`config.mk`:
```
export PLATFORM = sky130hd
export DESIGN_NAME = huffman_top
export DESIGN_NICKNAME = d
export VERILOG_FILES = /design/src/logic/huff_ctrl_pkg.sv /design/src/logic/huff_types_pkg.sv /design/src/logic/huffman_top.sv /design/src/logic/huff_code_builder.sv /design/src/logic/huff_merger.sv /design/src/logic/huff_sorter.sv /design/src/logic/huff_histogram.sv
export VERILOG_INCLUDE_DIRS = /design/src /design/src/logic
export SDC_FILE = /design/constraint.sdc
export NUM_CORES = 1
export LEC_CHECK = 0
export CAP_MARGIN = 20
export CORE_ASPECT_RATIO = 0.6
export CORE_MARGIN = 8
export CORE_UTILIZATION = 45
export CTS_CLUSTER_DIAMETER = 150
export DETAILED_ROUTE_END_ITERATION = 7
export DONT_BUFFER_PORTS = 1
export REMOVE_ABC_BUFFERS = 1
export SLEW_MARGIN = 20
export SYNTH_ARGS = -nofsm -noshare
export SYNTH_HDL_FRONTEND = slang
export SYNTH_SLANG_ARGS = --single-unit
```
`constraint.sdc`:
```
create_clock -name clk -period 10.9 [get_ports clk]
set_clock_uncertainty 0.05 [all_clocks]
set_input_delay 0.545 -clock clk [delete_from_list [all_inputs] [get_ports clk]]
set_output_delay 0.545 -clock clk [all_outputs]
set_load 0.02 [all_outputs]
```
`src/logic/huff_settings.svh`:
```
`ifndef HUFF_SETTINGS_SVH
`define HUFF_SETTINGS_SVH

// symbol alphabet, gray values 1 to 6
`define HUFF_NUM_SYMBOLS 6

// datapath widths
`define HUFF_DATA_W 8
`define HUFF_CNT_W  8
`define HUFF_CODE_W 8

// one merge round fewer than symbols
`define HUFF_MERGES 5

`endif
```
`src/logic/huff_ctrl_pkg.sv`:
```
`include "huff_settings.svh"

package huff_ctrl_pkg;

	// ==========================================================
	// stage state machines
	// ==========================================================
	typedef enum logic [1:0] {SORT_IDLE, SORT_PASS, SORT_DONE} sort_state_t;

	typedef enum logic [1:0] {MRG_IDLE, MRG_POP, MRG_INSERT, MRG_DONE} merge_state_t;

	typedef enum logic [1:0] {BLD_IDLE, BLD_WALK, BLD_DONE} build_state_t;

	// ==========================================================
	// counters shared by the stages
	// ==========================================================
	// merge round number, 0 to HUFF_MERGES-1
	typedef logic [$clog2(`HUFF_MERGES)-1:0] round_t;

	// list position, live length or sort pass, up to HUFF_NUM_SYMBOLS
	typedef logic [$clog2(`HUFF_NUM_SYMBOLS+1)-1:0] step_t;

endpackage

```
`src/logic/huff_types_pkg.sv`:
```
`include "huff_settings.svh"

package huff_types_pkg;

	// incoming gray value
	typedef logic [`HUFF_DATA_W-1:0] pixel_t;

	// occurrence count, also the summed count of a merged node
	typedef logic [`HUFF_CNT_W-1:0] count_t;

	// set of symbols inside a node, bit 0 is symbol 1
	typedef logic [`HUFF_NUM_SYMBOLS-1:0] sym_mask_t;

	// code bits and valid-bit mask, both right-aligned
	typedef logic [`HUFF_CODE_W-1:0] code_t;
	typedef logic [`HUFF_CODE_W-1:0] len_mask_t;

endpackage

```
`src/logic/huffman_top.sv`:
```
`timescale 1ns/1ns
`include "huff_settings.svh"

module huffman_top (
	input  logic                      clk,
	input  logic                      reset,
	input  logic                      gray_valid,
	input  huff_types_pkg::pixel_t    gray_data,
	output logic                      cnt_valid,
	output huff_types_pkg::count_t    cnt1,
	output huff_types_pkg::count_t    cnt2,
	output huff_types_pkg::count_t    cnt3,
	output huff_types_pkg::count_t    cnt4,
	output huff_types_pkg::count_t    cnt5,
	output huff_types_pkg::count_t    cnt6,
	output logic                      code_valid,
	output huff_types_pkg::code_t     hc1,
	output huff_types_pkg::code_t     hc2,
	output huff_types_pkg::code_t     hc3,
	output huff_types_pkg::code_t     hc4,
	output huff_types_pkg::code_t     hc5,
	output huff_types_pkg::code_t     hc6,
	output huff_types_pkg::len_mask_t m1,
	output huff_types_pkg::len_mask_t m2,
	output huff_types_pkg::len_mask_t m3,
	output huff_types_pkg::len_mask_t m4,
	output huff_types_pkg::len_mask_t m5,
	output huff_types_pkg::len_mask_t m6
);

	// stage hand-off
	huff_types_pkg::count_t    counts [`HUFF_NUM_SYMBOLS];
	logic                      sort_done;
	huff_types_pkg::count_t    sorted_cnt [`HUFF_NUM_SYMBOLS];
	huff_types_pkg::sym_mask_t sorted_mask [`HUFF_NUM_SYMBOLS];
	logic                      merge_done;
	huff_types_pkg::sym_mask_t hi_mask [`HUFF_MERGES];
	huff_types_pkg::sym_mask_t lo_mask [`HUFF_MERGES];
	huff_types_pkg::code_t     codes [`HUFF_NUM_SYMBOLS];
	huff_types_pkg::len_mask_t lens [`HUFF_NUM_SYMBOLS];

	// ==========================================================
	// pipeline of stages
	// ==========================================================
	huff_histogram u_histogram (
		.clk        (clk),
		.reset      (reset),
		.gray_valid (gray_valid),
		.gray_data  (gray_data),
		.cnt_valid  (cnt_valid),
		.counts     (counts)
	);

	huff_sorter u_sorter (
		.clk         (clk),
		.reset       (reset),
		.cnt_valid   (cnt_valid),
		.counts      (counts),
		.sort_done   (sort_done),
		.sorted_cnt  (sorted_cnt),
		.sorted_mask (sorted_mask)
	);

	huff_merger u_merger (
		.clk         (clk),
		.reset       (reset),
		.sort_done   (sort_done),
		.sorted_cnt  (sorted_cnt),
		.sorted_mask (sorted_mask),
		.merge_done  (merge_done),
		.hi_mask     (hi_mask),
		.lo_mask     (lo_mask)
	);

	huff_code_builder u_code_builder (
		.clk        (clk),
		.reset      (reset),
		.merge_done (merge_done),
		.hi_mask    (hi_mask),
		.lo_mask    (lo_mask),
		.code_valid (code_valid),
		.codes      (codes),
		.lens       (lens)
	);

	// numbered outputs, entry 0 is symbol 1
	assign cnt1 = counts[0];
	assign cnt2 = counts[1];
	assign cnt3 = counts[2];
	assign cnt4 = counts[3];
	assign cnt5 = counts[4];
	assign cnt6 = counts[5];

	assign hc1 = codes[0];
	assign hc2 = codes[1];
	assign hc3 = codes[2];
	assign hc4 = codes[3];
	assign hc5 = codes[4];
	assign hc6 = codes[5];

	assign m1 = lens[0];
	assign m2 = lens[1];
	assign m3 = lens[2];
	assign m4 = lens[3];
	assign m5 = lens[4];
	assign m6 = lens[5];

endmodule

```
`src/logic/huff_code_builder.sv`:
```
`timescale 1ns/1ns
`include "huff_settings.svh"

module huff_code_builder (
	input  logic                      clk,
	input  logic                      reset,
	input  logic                      merge_done,
	input  huff_types_pkg::sym_mask_t hi_mask [`HUFF_MERGES],
	input  huff_types_pkg::sym_mask_t lo_mask [`HUFF_MERGES],
	output logic                      code_valid,
	output huff_types_pkg::code_t     codes [`HUFF_NUM_SYMBOLS],
	output huff_types_pkg::len_mask_t lens [`HUFF_NUM_SYMBOLS]
);

	huff_ctrl_pkg::build_state_t state;
	huff_ctrl_pkg::round_t       round;

	assign code_valid = (state == huff_ctrl_pkg::BLD_DONE);

	// ==========================================================
	// walk rounds from the root merge back to the first one
	// ==========================================================
	always_ff @(posedge clk) begin
		if (reset) begin
			state <= huff_ctrl_pkg::BLD_IDLE;
			round <= '0;
			for (int s = 0; s < `HUFF_NUM_SYMBOLS; s++) begin
				codes[s] <= '0;
				lens[s]  <= '0;
			end
		end else begin
			case (state)
				huff_ctrl_pkg::BLD_IDLE: begin
					if (merge_done) begin
						state <= huff_ctrl_pkg::BLD_WALK;
						round <= huff_ctrl_pkg::round_t'(`HUFF_MERGES - 1);
					end
				end
				huff_ctrl_pkg::BLD_WALK: begin
					// hi side takes a 0, lo side a 1
					for (int s = 0; s < `HUFF_NUM_SYMBOLS; s++) begin
						if (hi_mask[round][s]) begin
							codes[s] <= {codes[s][`HUFF_CODE_W-2:0], 1'b0};
							lens[s]  <= {lens[s][`HUFF_CODE_W-2:0], 1'b1};
						end else if (lo_mask[round][s]) begin
							codes[s] <= {codes[s][`HUFF_CODE_W-2:0], 1'b1};
							lens[s]  <= {lens[s][`HUFF_CODE_W-2:0], 1'b1};
						end
					end
					if (round == '0) begin
						state <= huff_ctrl_pkg::BLD_DONE;
					end else begin
						round <= round - 1'b1;
					end
				end
				default: begin
					// codes held until reset
					state <= huff_ctrl_pkg::BLD_DONE;
				end
			endcase
		end
	end

endmodule

```
`src/logic/huff_merger.sv`:
```
`timescale 1ns/1ns
`include "huff_settings.svh"

module huff_merger (
	input  logic                      clk,
	input  logic                      reset,
	input  logic                      sort_done,
	input  huff_types_pkg::count_t    sorted_cnt [`HUFF_NUM_SYMBOLS],
	input  huff_types_pkg::sym_mask_t sorted_mask [`HUFF_NUM_SYMBOLS],
	output logic                      merge_done,
	output huff_types_pkg::sym_mask_t hi_mask [`HUFF_MERGES],
	output huff_types_pkg::sym_mask_t lo_mask [`HUFF_MERGES]
);

	huff_ctrl_pkg::merge_state_t state;
	huff_ctrl_pkg::round_t       round;
	// number of live entries in the list
	huff_ctrl_pkg::step_t        len;
	// current slot of the merged node
	huff_ctrl_pkg::step_t        pos;

	// working list, highest rank at 0
	huff_types_pkg::count_t    list_cnt [`HUFF_NUM_SYMBOLS];
	huff_types_pkg::sym_mask_t list_mask [`HUFF_NUM_SYMBOLS];

	// node bubbles up only past strictly smaller counts
	logic move_up;

	assign move_up = (pos != '0) && (list_cnt[pos] > list_cnt[pos - 1'b1]);

	// ==========================================================
	// round control
	// ==========================================================
	always_ff @(posedge clk) begin
		if (reset) begin
			state      <= huff_ctrl_pkg::MRG_IDLE;
			round      <= '0;
			len        <= '0;
			pos        <= '0;
			merge_done <= 1'b0;
		end else begin
			merge_done <= 1'b0;
			case (state)
				huff_ctrl_pkg::MRG_IDLE: begin
					if (sort_done) begin
						state <= huff_ctrl_pkg::MRG_POP;
						round <= '0;
						len   <= huff_ctrl_pkg::step_t'(`HUFF_NUM_SYMBOLS);
					end
				end
				huff_ctrl_pkg::MRG_POP: begin
					// two entries leave, the merged one takes the upper slot
					state <= huff_ctrl_pkg::MRG_INSERT;
					len   <= len - 1'b1;
					pos   <= len - 2'd2;
				end
				huff_ctrl_pkg::MRG_INSERT: begin
					if (move_up) begin
						pos <= pos - 1'b1;
					end else if (round == huff_ctrl_pkg::round_t'(`HUFF_MERGES - 1)) begin
						state      <= huff_ctrl_pkg::MRG_DONE;
						merge_done <= 1'b1;
					end else begin
						state <= huff_ctrl_pkg::MRG_POP;
						round <= round + 1'b1;
					end
				end
				default: begin
					state <= huff_ctrl_pkg::MRG_DONE;
				end
			endcase
		end
	end

	// ==========================================================
	// list and merge records
	// ==========================================================
	always_ff @(posedge clk) begin
		case (state)
			huff_ctrl_pkg::MRG_IDLE: begin
				if (sort_done) begin
					list_cnt  <= sorted_cnt;
					list_mask <= sorted_mask;
				end
			end
			huff_ctrl_pkg::MRG_POP: begin
				// second-to-last is hi, last is lo
				hi_mask[round]         <= list_mask[len - 2'd2];
				lo_mask[round]         <= list_mask[len - 1'b1];
				list_cnt[len - 2'd2]   <= list_cnt[len - 2'd2] + list_cnt[len - 1'b1];
				list_mask[len - 2'd2]  <= list_mask[len - 2'd2] | list_mask[len - 1'b1];
			end
			huff_ctrl_pkg::MRG_INSERT: begin
				if (move_up) begin
					list_cnt[pos]          <= list_cnt[pos - 1'b1];
					list_mask[pos]         <= list_mask[pos - 1'b1];
					list_cnt[pos - 1'b1]   <= list_cnt[pos];
					list_mask[pos - 1'b1]  <= list_mask[pos];
				end
			end
			default: begin
			end
		endcase
	end

endmodule

```
`src/logic/huff_sorter.sv`:
```
`timescale 1ns/1ns
`include "huff_settings.svh"

module huff_sorter (
	input  logic                      clk,
	input  logic                      reset,
	input  logic                      cnt_valid,
	input  huff_types_pkg::count_t    counts [`HUFF_NUM_SYMBOLS],
	output logic                      sort_done,
	output huff_types_pkg::count_t    sorted_cnt [`HUFF_NUM_SYMBOLS],
	output huff_types_pkg::sym_mask_t sorted_mask [`HUFF_NUM_SYMBOLS]
);

	huff_ctrl_pkg::sort_state_t state;
	huff_ctrl_pkg::step_t       pass;

	// index of the lowest symbol in a node
	function automatic huff_ctrl_pkg::step_t low_bit(input huff_types_pkg::sym_mask_t m);
		huff_ctrl_pkg::step_t idx;
		idx = '0;
		for (int b = `HUFF_NUM_SYMBOLS - 1; b >= 0; b--) begin
			if (m[b]) begin
				idx = huff_ctrl_pkg::step_t'(b);
			end
		end
		return idx;
	endfunction

	// rank rule: bigger count first, then lower symbol first
	function automatic logic outranks(
		input huff_types_pkg::count_t    cnt_a,
		input huff_types_pkg::sym_mask_t mask_a,
		input huff_types_pkg::count_t    cnt_b,
		input huff_types_pkg::sym_mask_t mask_b
	);
		if (cnt_a != cnt_b) begin
			return cnt_a > cnt_b;
		end
		return low_bit(mask_a) < low_bit(mask_b);
	endfunction

	// ==========================================================
	// odd-even transposition, one pass per cycle
	// ==========================================================
	always_ff @(posedge clk) begin
		if (reset) begin
			state     <= huff_ctrl_pkg::SORT_IDLE;
			pass      <= '0;
			sort_done <= 1'b0;
		end else begin
			sort_done <= 1'b0;
			case (state)
				huff_ctrl_pkg::SORT_IDLE: begin
					if (cnt_valid) begin
						state <= huff_ctrl_pkg::SORT_PASS;
						pass  <= '0;
					end
				end
				huff_ctrl_pkg::SORT_PASS: begin
					if (pass == huff_ctrl_pkg::step_t'(`HUFF_NUM_SYMBOLS - 1)) begin
						state     <= huff_ctrl_pkg::SORT_DONE;
						sort_done <= 1'b1;
					end else begin
						pass <= pass + 1'b1;
					end
				end
				default: begin
					state <= huff_ctrl_pkg::SORT_DONE;
				end
			endcase
		end
	end

	// leaf list, position 0 holds the highest rank
	always_ff @(posedge clk) begin
		if (state == huff_ctrl_pkg::SORT_IDLE && cnt_valid) begin
			for (int i = 0; i < `HUFF_NUM_SYMBOLS; i++) begin
				sorted_cnt[i]  <= counts[i];
				sorted_mask[i] <= huff_types_pkg::sym_mask_t'(1) << i;
			end
		end else if (state == huff_ctrl_pkg::SORT_PASS) begin
			// even passes pair (0,1),(2,3).. and odd passes (1,2),(3,4)..
			for (int i = 0; i < `HUFF_NUM_SYMBOLS - 1; i++) begin
				if ((i % 2) == pass[0] && outranks(sorted_cnt[i+1], sorted_mask[i+1],
						sorted_cnt[i], sorted_mask[i])) begin
					sorted_cnt[i]    <= sorted_cnt[i+1];
					sorted_mask[i]   <= sorted_mask[i+1];
					sorted_cnt[i+1]  <= sorted_cnt[i];
					sorted_mask[i+1] <= sorted_mask[i];
				end
			end
		end
	end

endmodule

```
`src/logic/huff_histogram.sv`:
```
`timescale 1ns/1ns
`include "huff_settings.svh"

module huff_histogram (
	input  logic                   clk,
	input  logic                   reset,
	input  logic                   gray_valid,
	input  huff_types_pkg::pixel_t gray_data,
	output logic                   cnt_valid,
	output huff_types_pkg::count_t counts [`HUFF_NUM_SYMBOLS]
);

	// stream has started
	logic seen;
	// stream has ended, frame is frozen until reset
	logic closed;

	always_ff @(posedge clk) begin
		if (reset) begin
			seen      <= 1'b0;
			closed    <= 1'b0;
			cnt_valid <= 1'b0;
			for (int i = 0; i < `HUFF_NUM_SYMBOLS; i++) begin
				counts[i] <= '0;
			end
		end else begin
			cnt_valid <= 1'b0;
			if (!closed) begin
				if (gray_valid) begin
					seen <= 1'b1;
					// symbol i+1 lands in counter i, other values drop out
					for (int i = 0; i < `HUFF_NUM_SYMBOLS; i++) begin
						if (gray_data == huff_types_pkg::pixel_t'(i + 1)) begin
							counts[i] <= counts[i] + 1'b1;
						end
					end
				end else if (seen) begin
					// first low cycle after the run
					closed    <= 1'b1;
					cnt_valid <= 1'b1;
				end
			end
		end
	end

endmodule

```
After elaboration in Yosys (flattened, before gate mapping)
Index checks and enable logic that the tools add are counted.

Bits in registers: 398. Bits in latches: 0. Bits in writable memories: 0. ROM bits: 0. Bits of input ports: 11. Output and inout port bits: 146. Logic and storage cells: 438. Memories: 0.

Add/sub/neg operators: 13. Multiply operators: 0. Div/mod/pow operators: 0. Magnitude comparators: 21. Equal/unequal tests: 28. Shift-type cells: 0. Multiplexer cells: 224. Bitwise operators: 11. Reductions and logical operators: 76.

Operator list (number): 8-bit 2-to-1 mux (35); 3-bit 2-to-1 mux (75); 48-bit 2-to-1 mux (4); 48-bit bitwise mux (3); 48-bit one-hot mux with 3 select lines (1); 6-bit binary-select mux with 3-bit select (6); 36-bit bitwise mux (3); 36-bit one-hot mux with 3 select lines (1); 6-bit 2-to-1 mux (17); 8-bit binary-select mux with 3-bit select (4); 16-bit 2-to-1 mux (5); 6-bit demux with 3-bit select (4); 8-bit demux with 3-bit select (3); 36-bit 2-to-1 mux (2); 30-bit bitwise mux (2); 8-bit by 1-bit adder with 8-bit output (second input constant) (6); 8-bit greater-than comparator (6); 12-bit 2-to-1 mux (4); 2-bit AND reduction (24); 1-bit 2-to-1 mux (40); 8-bit != test (5); 2-bit nonzero test (18); 3-bit one-hot mux with 2 select lines (5); 3-bit AND reduction (9); other kinds (28) (91).

Depth between registers and ports, before layout
Depth after elaboration: 21. Mapped depth: 19. Depth with buffers taken out: 14.

Modules after synthesis
Synthesis repeated with hierarchy kept, for this count alone.

Cells, all modules: 2729. Area total of the unflattened synthesis: 25354.3 µm².

Modules (own cells, without submodules): huff_merger (instances 1, cells an instance 1405, area an instance 12732.2 µm², seq. area each 4564.4 µm²); huff_sorter (instances 1, cells an instance 631, area an instance 5631.7 µm², seq. area each 2282.2 µm²); huff_code_builder (instances 1, cells an instance 428, area an instance 4652.0 µm², seq. area each 2021.9 µm²); huff_histogram (instances 1, cells an instance 265, area an instance 2338.5 µm², seq. area each 1021.0 µm²).

Worst setup path before layout
No wires, ideal clock.

Path kind: register -> register. Start point: register u_merger.pos[0]. End point: register u_merger.list_cnt[0] (netlist bit) (enable). Setup time: 629 ps. Arrival time: 9111 ps. Data required time: 10221 ps. Slack: 1109 ps. Cell stages (with the launch flop): 17. Path buffers: 3. Clock period less this slack: 9791 ps. Path through: dfxtp_1 buf_2 inv_1 clkbuf_1 ha_1 xor2_2 buf_4 mux4_2 nand2_1 a21o_1 inv_1 ha_1 nand3_1 nor3_1 a221oi_2 a21oi_1 nor3_1.

Cells in the longest elaborated chain, start to end: 9. Elaborated cells between the ends (all ways): 14. Classes of those cells: add/sub (1); order compare (1); eq/ne (1); mux (6); bitwise (2); reduce/logical (3).

RTL lines: start, declared (RTL line huff_merger.sv:20) `huff_ctrl_pkg::step_t pos;`; start signal, assigned (RTL line huff_merger.sv:55) `pos <= len - 2'd2;`; start signal, assigned (RTL line huff_merger.sv:59) `pos <= pos - 1'b1;`; 3-bit by 1-bit subtractor with 3-bit output (RTL line huff_merger.sv:29) `assign move_up = (pos != '0) && (list_cnt[pos] > list_cnt[pos - 1'b1]);`; 3-bit NOT with 4-bit output (not written as such) (RTL line huff_merger.sv:29); 8-bit binary-select mux with 3-bit select (RTL line huff_merger.sv:29); 8-bit 2-to-1 mux (not written as such) (2 in series) (RTL line huff_merger.sv:29); 8-bit greater-than comparator (RTL line huff_merger.sv:29); 1-bit logical AND (*) (RTL line huff_merger.sv:29); 2-bit by 1-bit != test with 1-bit output (no source line) (*); 3-bit AND reduction (no source line) (*); end signal, assigned (RTL line huff_merger.sv:82) `list_cnt <= sorted_cnt;`; end signal, assigned by index (RTL line huff_merger.sv:90) `list_cnt[len - 2'd2] <= list_cnt[len - 2'd2] + list_cnt[len - 1'b1];`; end signal, assigned by index (RTL line huff_merger.sv:95) `list_cnt[pos] <= list_cnt[pos - 1'b1];`; end, declared (RTL line huff_merger.sv:23) `` huff_types_pkg::count_t list_cnt [`HUFF_NUM_SYMBOLS]; ``.

Every way passes the cells marked *; elsewhere a longest branch is shown, timed or not. The select of a mux whose other input is x is not followed. A chain may end at the register's enable or synchronous reset.

Worst setup path after layout
Start point: register u_merger.pos[1]. End point: register u_merger.list_cnt[21] (netlist bit) (enable).

The elaborated chain is that of the path after synthesis.

==> impl_results.md <==
- Drt total wl: 97.8 mm
- Status: finished clean
- Peak supply drop: 0.164 mV
- Yosys cell types: 92
- Most common cell after layout, fill and taps aside: nor2_1
- Post-cts gate resize count: 0
- Final HPWL DP: 72.2 mm
- Layout Area Growth over Synthesis: 7.98%
- Worst-Margin Slew: 1.27 ns
- Simple-Gate Fraction of Synth Area: 16.3%
- CTS Buf Count: 41
- Core ar.: 0.0543 mm²
- Initial antenna violation count: 1
- Worst path max stage delay: 0.76 ns
- Largest net degree at the start of global routing: 165
- Drt via density: 6.80
- CP Class: register to register
- Pre-CTS setup slack: 4.31 ns
- Setup ws final: 3.96 ns
- CTS sink count: 398
- Post-synthesis adder-cell area fraction: 4.52%
- DRT iter0 DRCs: 3647
- Final GP Congestion: 1.07
- Finish-stage setup viols: 0
- GRT Overall Usage: 29.5%
- CP max FO: 58
- Pins Over Slew Limit: 0
- Initial Util: 45.6%
- Main combinational cell family by area after synthesis: compound AO/OA/AOI/OAI gates
- Seq/Total Area, Yosys: 39.9%
- Total gr overflow: 0
- Post-synth EDFFs: 192
- Critical path startpoint category: register
- Max-slew headroom: 14.1%
- Hold Fails Final Rpt: 0
- Worst hold path type: input pin to register
- Wire per inst: 29.3 µm
- IO Count: 157
- RSZ-0062 raised after global routing: false
- Leak: 9.53 nW
- Compound-Gate Fraction of Synth Area: 20.0%
- Slowest CP cell: ha_1
- Synth warn: 0
- Fin crit period: 6.94 ns
- Insertion delay to the later sink of the worst-skew pair: 0.59 ns
- Via count: 22700
- DRC viols: 0
- Synth Instances: 2672
- Clk slew on worst S/H paths: 0.06 ns
- Antenna Violating Nets Remaining: 0
- Post-synthesis mux area share: 12.8%
- Async SR Flop Fraction: 0%
- Top cell by count, worst path: buf_4
- Syn Std Cell Area: 0.0248 mm²
- Most frequent cells in the layout: 382 x nor2_1, 210 x nand2_1, 203 x dfxtp_1
- Vias in the first global route: 20200
- Final nets: 2685
- Clk root buf: clkbuf_16
- XOR/XNOR share of the synthesized area: 1.51%
- Crit share post-route: 63.6%
- Row count: 66
- Input/output buffers: 0
- DIE WIDTH: 319 µm
- Critical Path Sink Type: register
- FILL cells: 5046
- H-tree depth: 2
- Longest Clk Path Bufs: 3
- CP Cell Sequence: buf_4 > clkinv_1 > ha_1 > buf_4 > nand2_1 > nor2_1 > buf_4 > a21o_1 > inv_1 > ha_1 > nand3_1 > nor3_1 > a221oi_2 > a21oi_1 > nor3_2 > buf_4 > buf_4
- Max Clk Rate: 144 MHz
- First drt pass iteration count: 7
- Placed inst area: 0.0253 mm²
- CTS tree: built
- CP required: 11.05 ns
- Post-route cell area: 0.0268 mm²
- Syn Area/Cell: 9.28 µm²
- Power per cell area: 290 mW/mm²
- Die height: 198 µm
- Synth Register Bits: 398
- Share of cells above drive strength 1: 9.36%
- Max-cap violations: 0
- Dominant synthesized flop cell: dfxtp_1
- Die ar.: 0.0631 mm²
- Arrival time at the worst endpoint: 7.09 ns
- First-pass GRT wire length: 141 mm
## cell type report
cell class / count / area, µm² / area share [%]
diodes: 2 / 5.00 / 0.0187
clock buffers: 59 / 1230 / 4.59
clock inverters: 17 / 183 / 0.682
inverters: 100 / 375 / 1.40
multi-input cells: 1989 / 13800 / 51.5
flip-flops and latches: 398 / 9900 / 37.0
well taps: 714 / 893 / 3.34
repair buffers: 55 / 415 / 1.55
## report_power, final
part	internal (mW)	switching [mW]	total (mW)
clock	0.866	0.641	1.51
sequential	1.99	0.452	2.44
combinational	1.22	2.59	3.81
## synthesized netlist by cell type, drive strengths merged, types with 7 or more instances
cell     number  share of area [%]
nor2        386                5.9
nand2       210                3.2
dfxtp       206                 17
mux2i       196                7.9
o21ai       194                3.9
edfxtp      192                 23
a21oi       171                3.7
clkbuf      118                1.8
inv          99                1.5
ha           88                4.4
buf          67                1.7
nor3         55                1.3
a221oi       49                1.8
mux4         43                3.9
nand3        43               0.87
a22oi        40                1.2
nand2b       26               0.66
nand4        26               0.78
o22ai        25               0.63
o31ai        25               0.76
xor2         25               0.91
a211oi       24               0.73
a221o        22               0.89
mux2         21               0.95
a21o         20               0.61
a31oi        19               0.48
o211ai       18               0.55
or3          18               0.45
and3         17               0.43
and2         16               0.40
xnor2        16               0.60
nor2b        15               0.38
o221ai       15               0.53
nor4         14               0.78
a22o         13               0.46
nor3b        13               0.41
o2bb2ai      13               0.46
a211o        11               0.39
a32oi        11               0.39
a2111oi       8               0.36
a2bb2oi       8               0.28
o221a         7               0.32
or3b          7               0.25
## kinds of logic after synthesis
kind of cell,count (synthesis)
XOR/XNOR,41
flip-flops,398
adder cells (fa/ha/maj),89
buffers and inverters,285
multiplexers,260
AO/OA/AOI/OAI,735
AND/OR/NAND/NOR,864
## flip-flops by register name, summed over array words and instances (netlist names), 36 cells and up
name / flops
u_histogram.counts: 48
u_merger.list_mask: 36
u_merger.list_cnt: 48
u_sorter.sorted_cnt: 48
u_code_builder.lens: 48
u_sorter.sorted_mask: 36
u_code_builder.codes: 48
## path summary, 6_finish.rpt
kind | end | from | slack, ns | depth (start not counted)
worst min-delay path | u_sorter.pass[1] | reset | 0.02 | 1
worst max register to register | u_merger.list_cnt[21] | u_merger.pos[1] | 3.96 | 17
worst min register to register | u_histogram.cnt_valid | u_histogram.closed | 0.40 | 1
worst max-delay path | u_merger.list_cnt[21] | u_merger.pos[1] | 3.96 | 17
## timing repair
item / in CTS / in global routing
hold buffers: 1 / 0
buffers inserted: 0 / 0
endpoints found under the hold margin: 1 / 0
## worst max-delay path: cells and delay by family, from the launching register on
family / cells / cell delay [ns]
AOI/OAI and AO/OA: 3 / 0.79
adders and majority gates: 2 / 1.05
buffers and inverters: 7 / 2.98
DFF: 1 / 0.31
and+or+nand+nor: 5 / 1.17
## metrics by stage
step | power [mW] | hold WS (ns) | setup TNS (ns) | utilization [%] | std cells
after CTS | 7.54 | 0.00129 | 0 | 49.2 | 3332
final | 7.76 | 0.0169 | 0 | 49.3 | 3334
after global routing | 8.01 | 0.0112 | 0 | 49.3 | 3332
after global placement | 6.01 | 0.380 | 0 | 46.6 | 3255
after floorplan | 4.60 | 0.369 | -122.21 | - | 2487
after detailed placement | 6.04 | 0.400 | 0 | 46.6 | 3255
## routing by layer
layer / part of all wire [%] / track usage, % / vias to the layer above
li1: - / - / 9800
met1: 45 / 45.3 / 11100
met2: 37 / 37.1 / 1560
met3: 16 / 12.7 / 165
met4: 2.2 / 6.20 / 2
met5: 0.019 / 0 / -
Note: power is estimated with default switching activity, not from simulation.
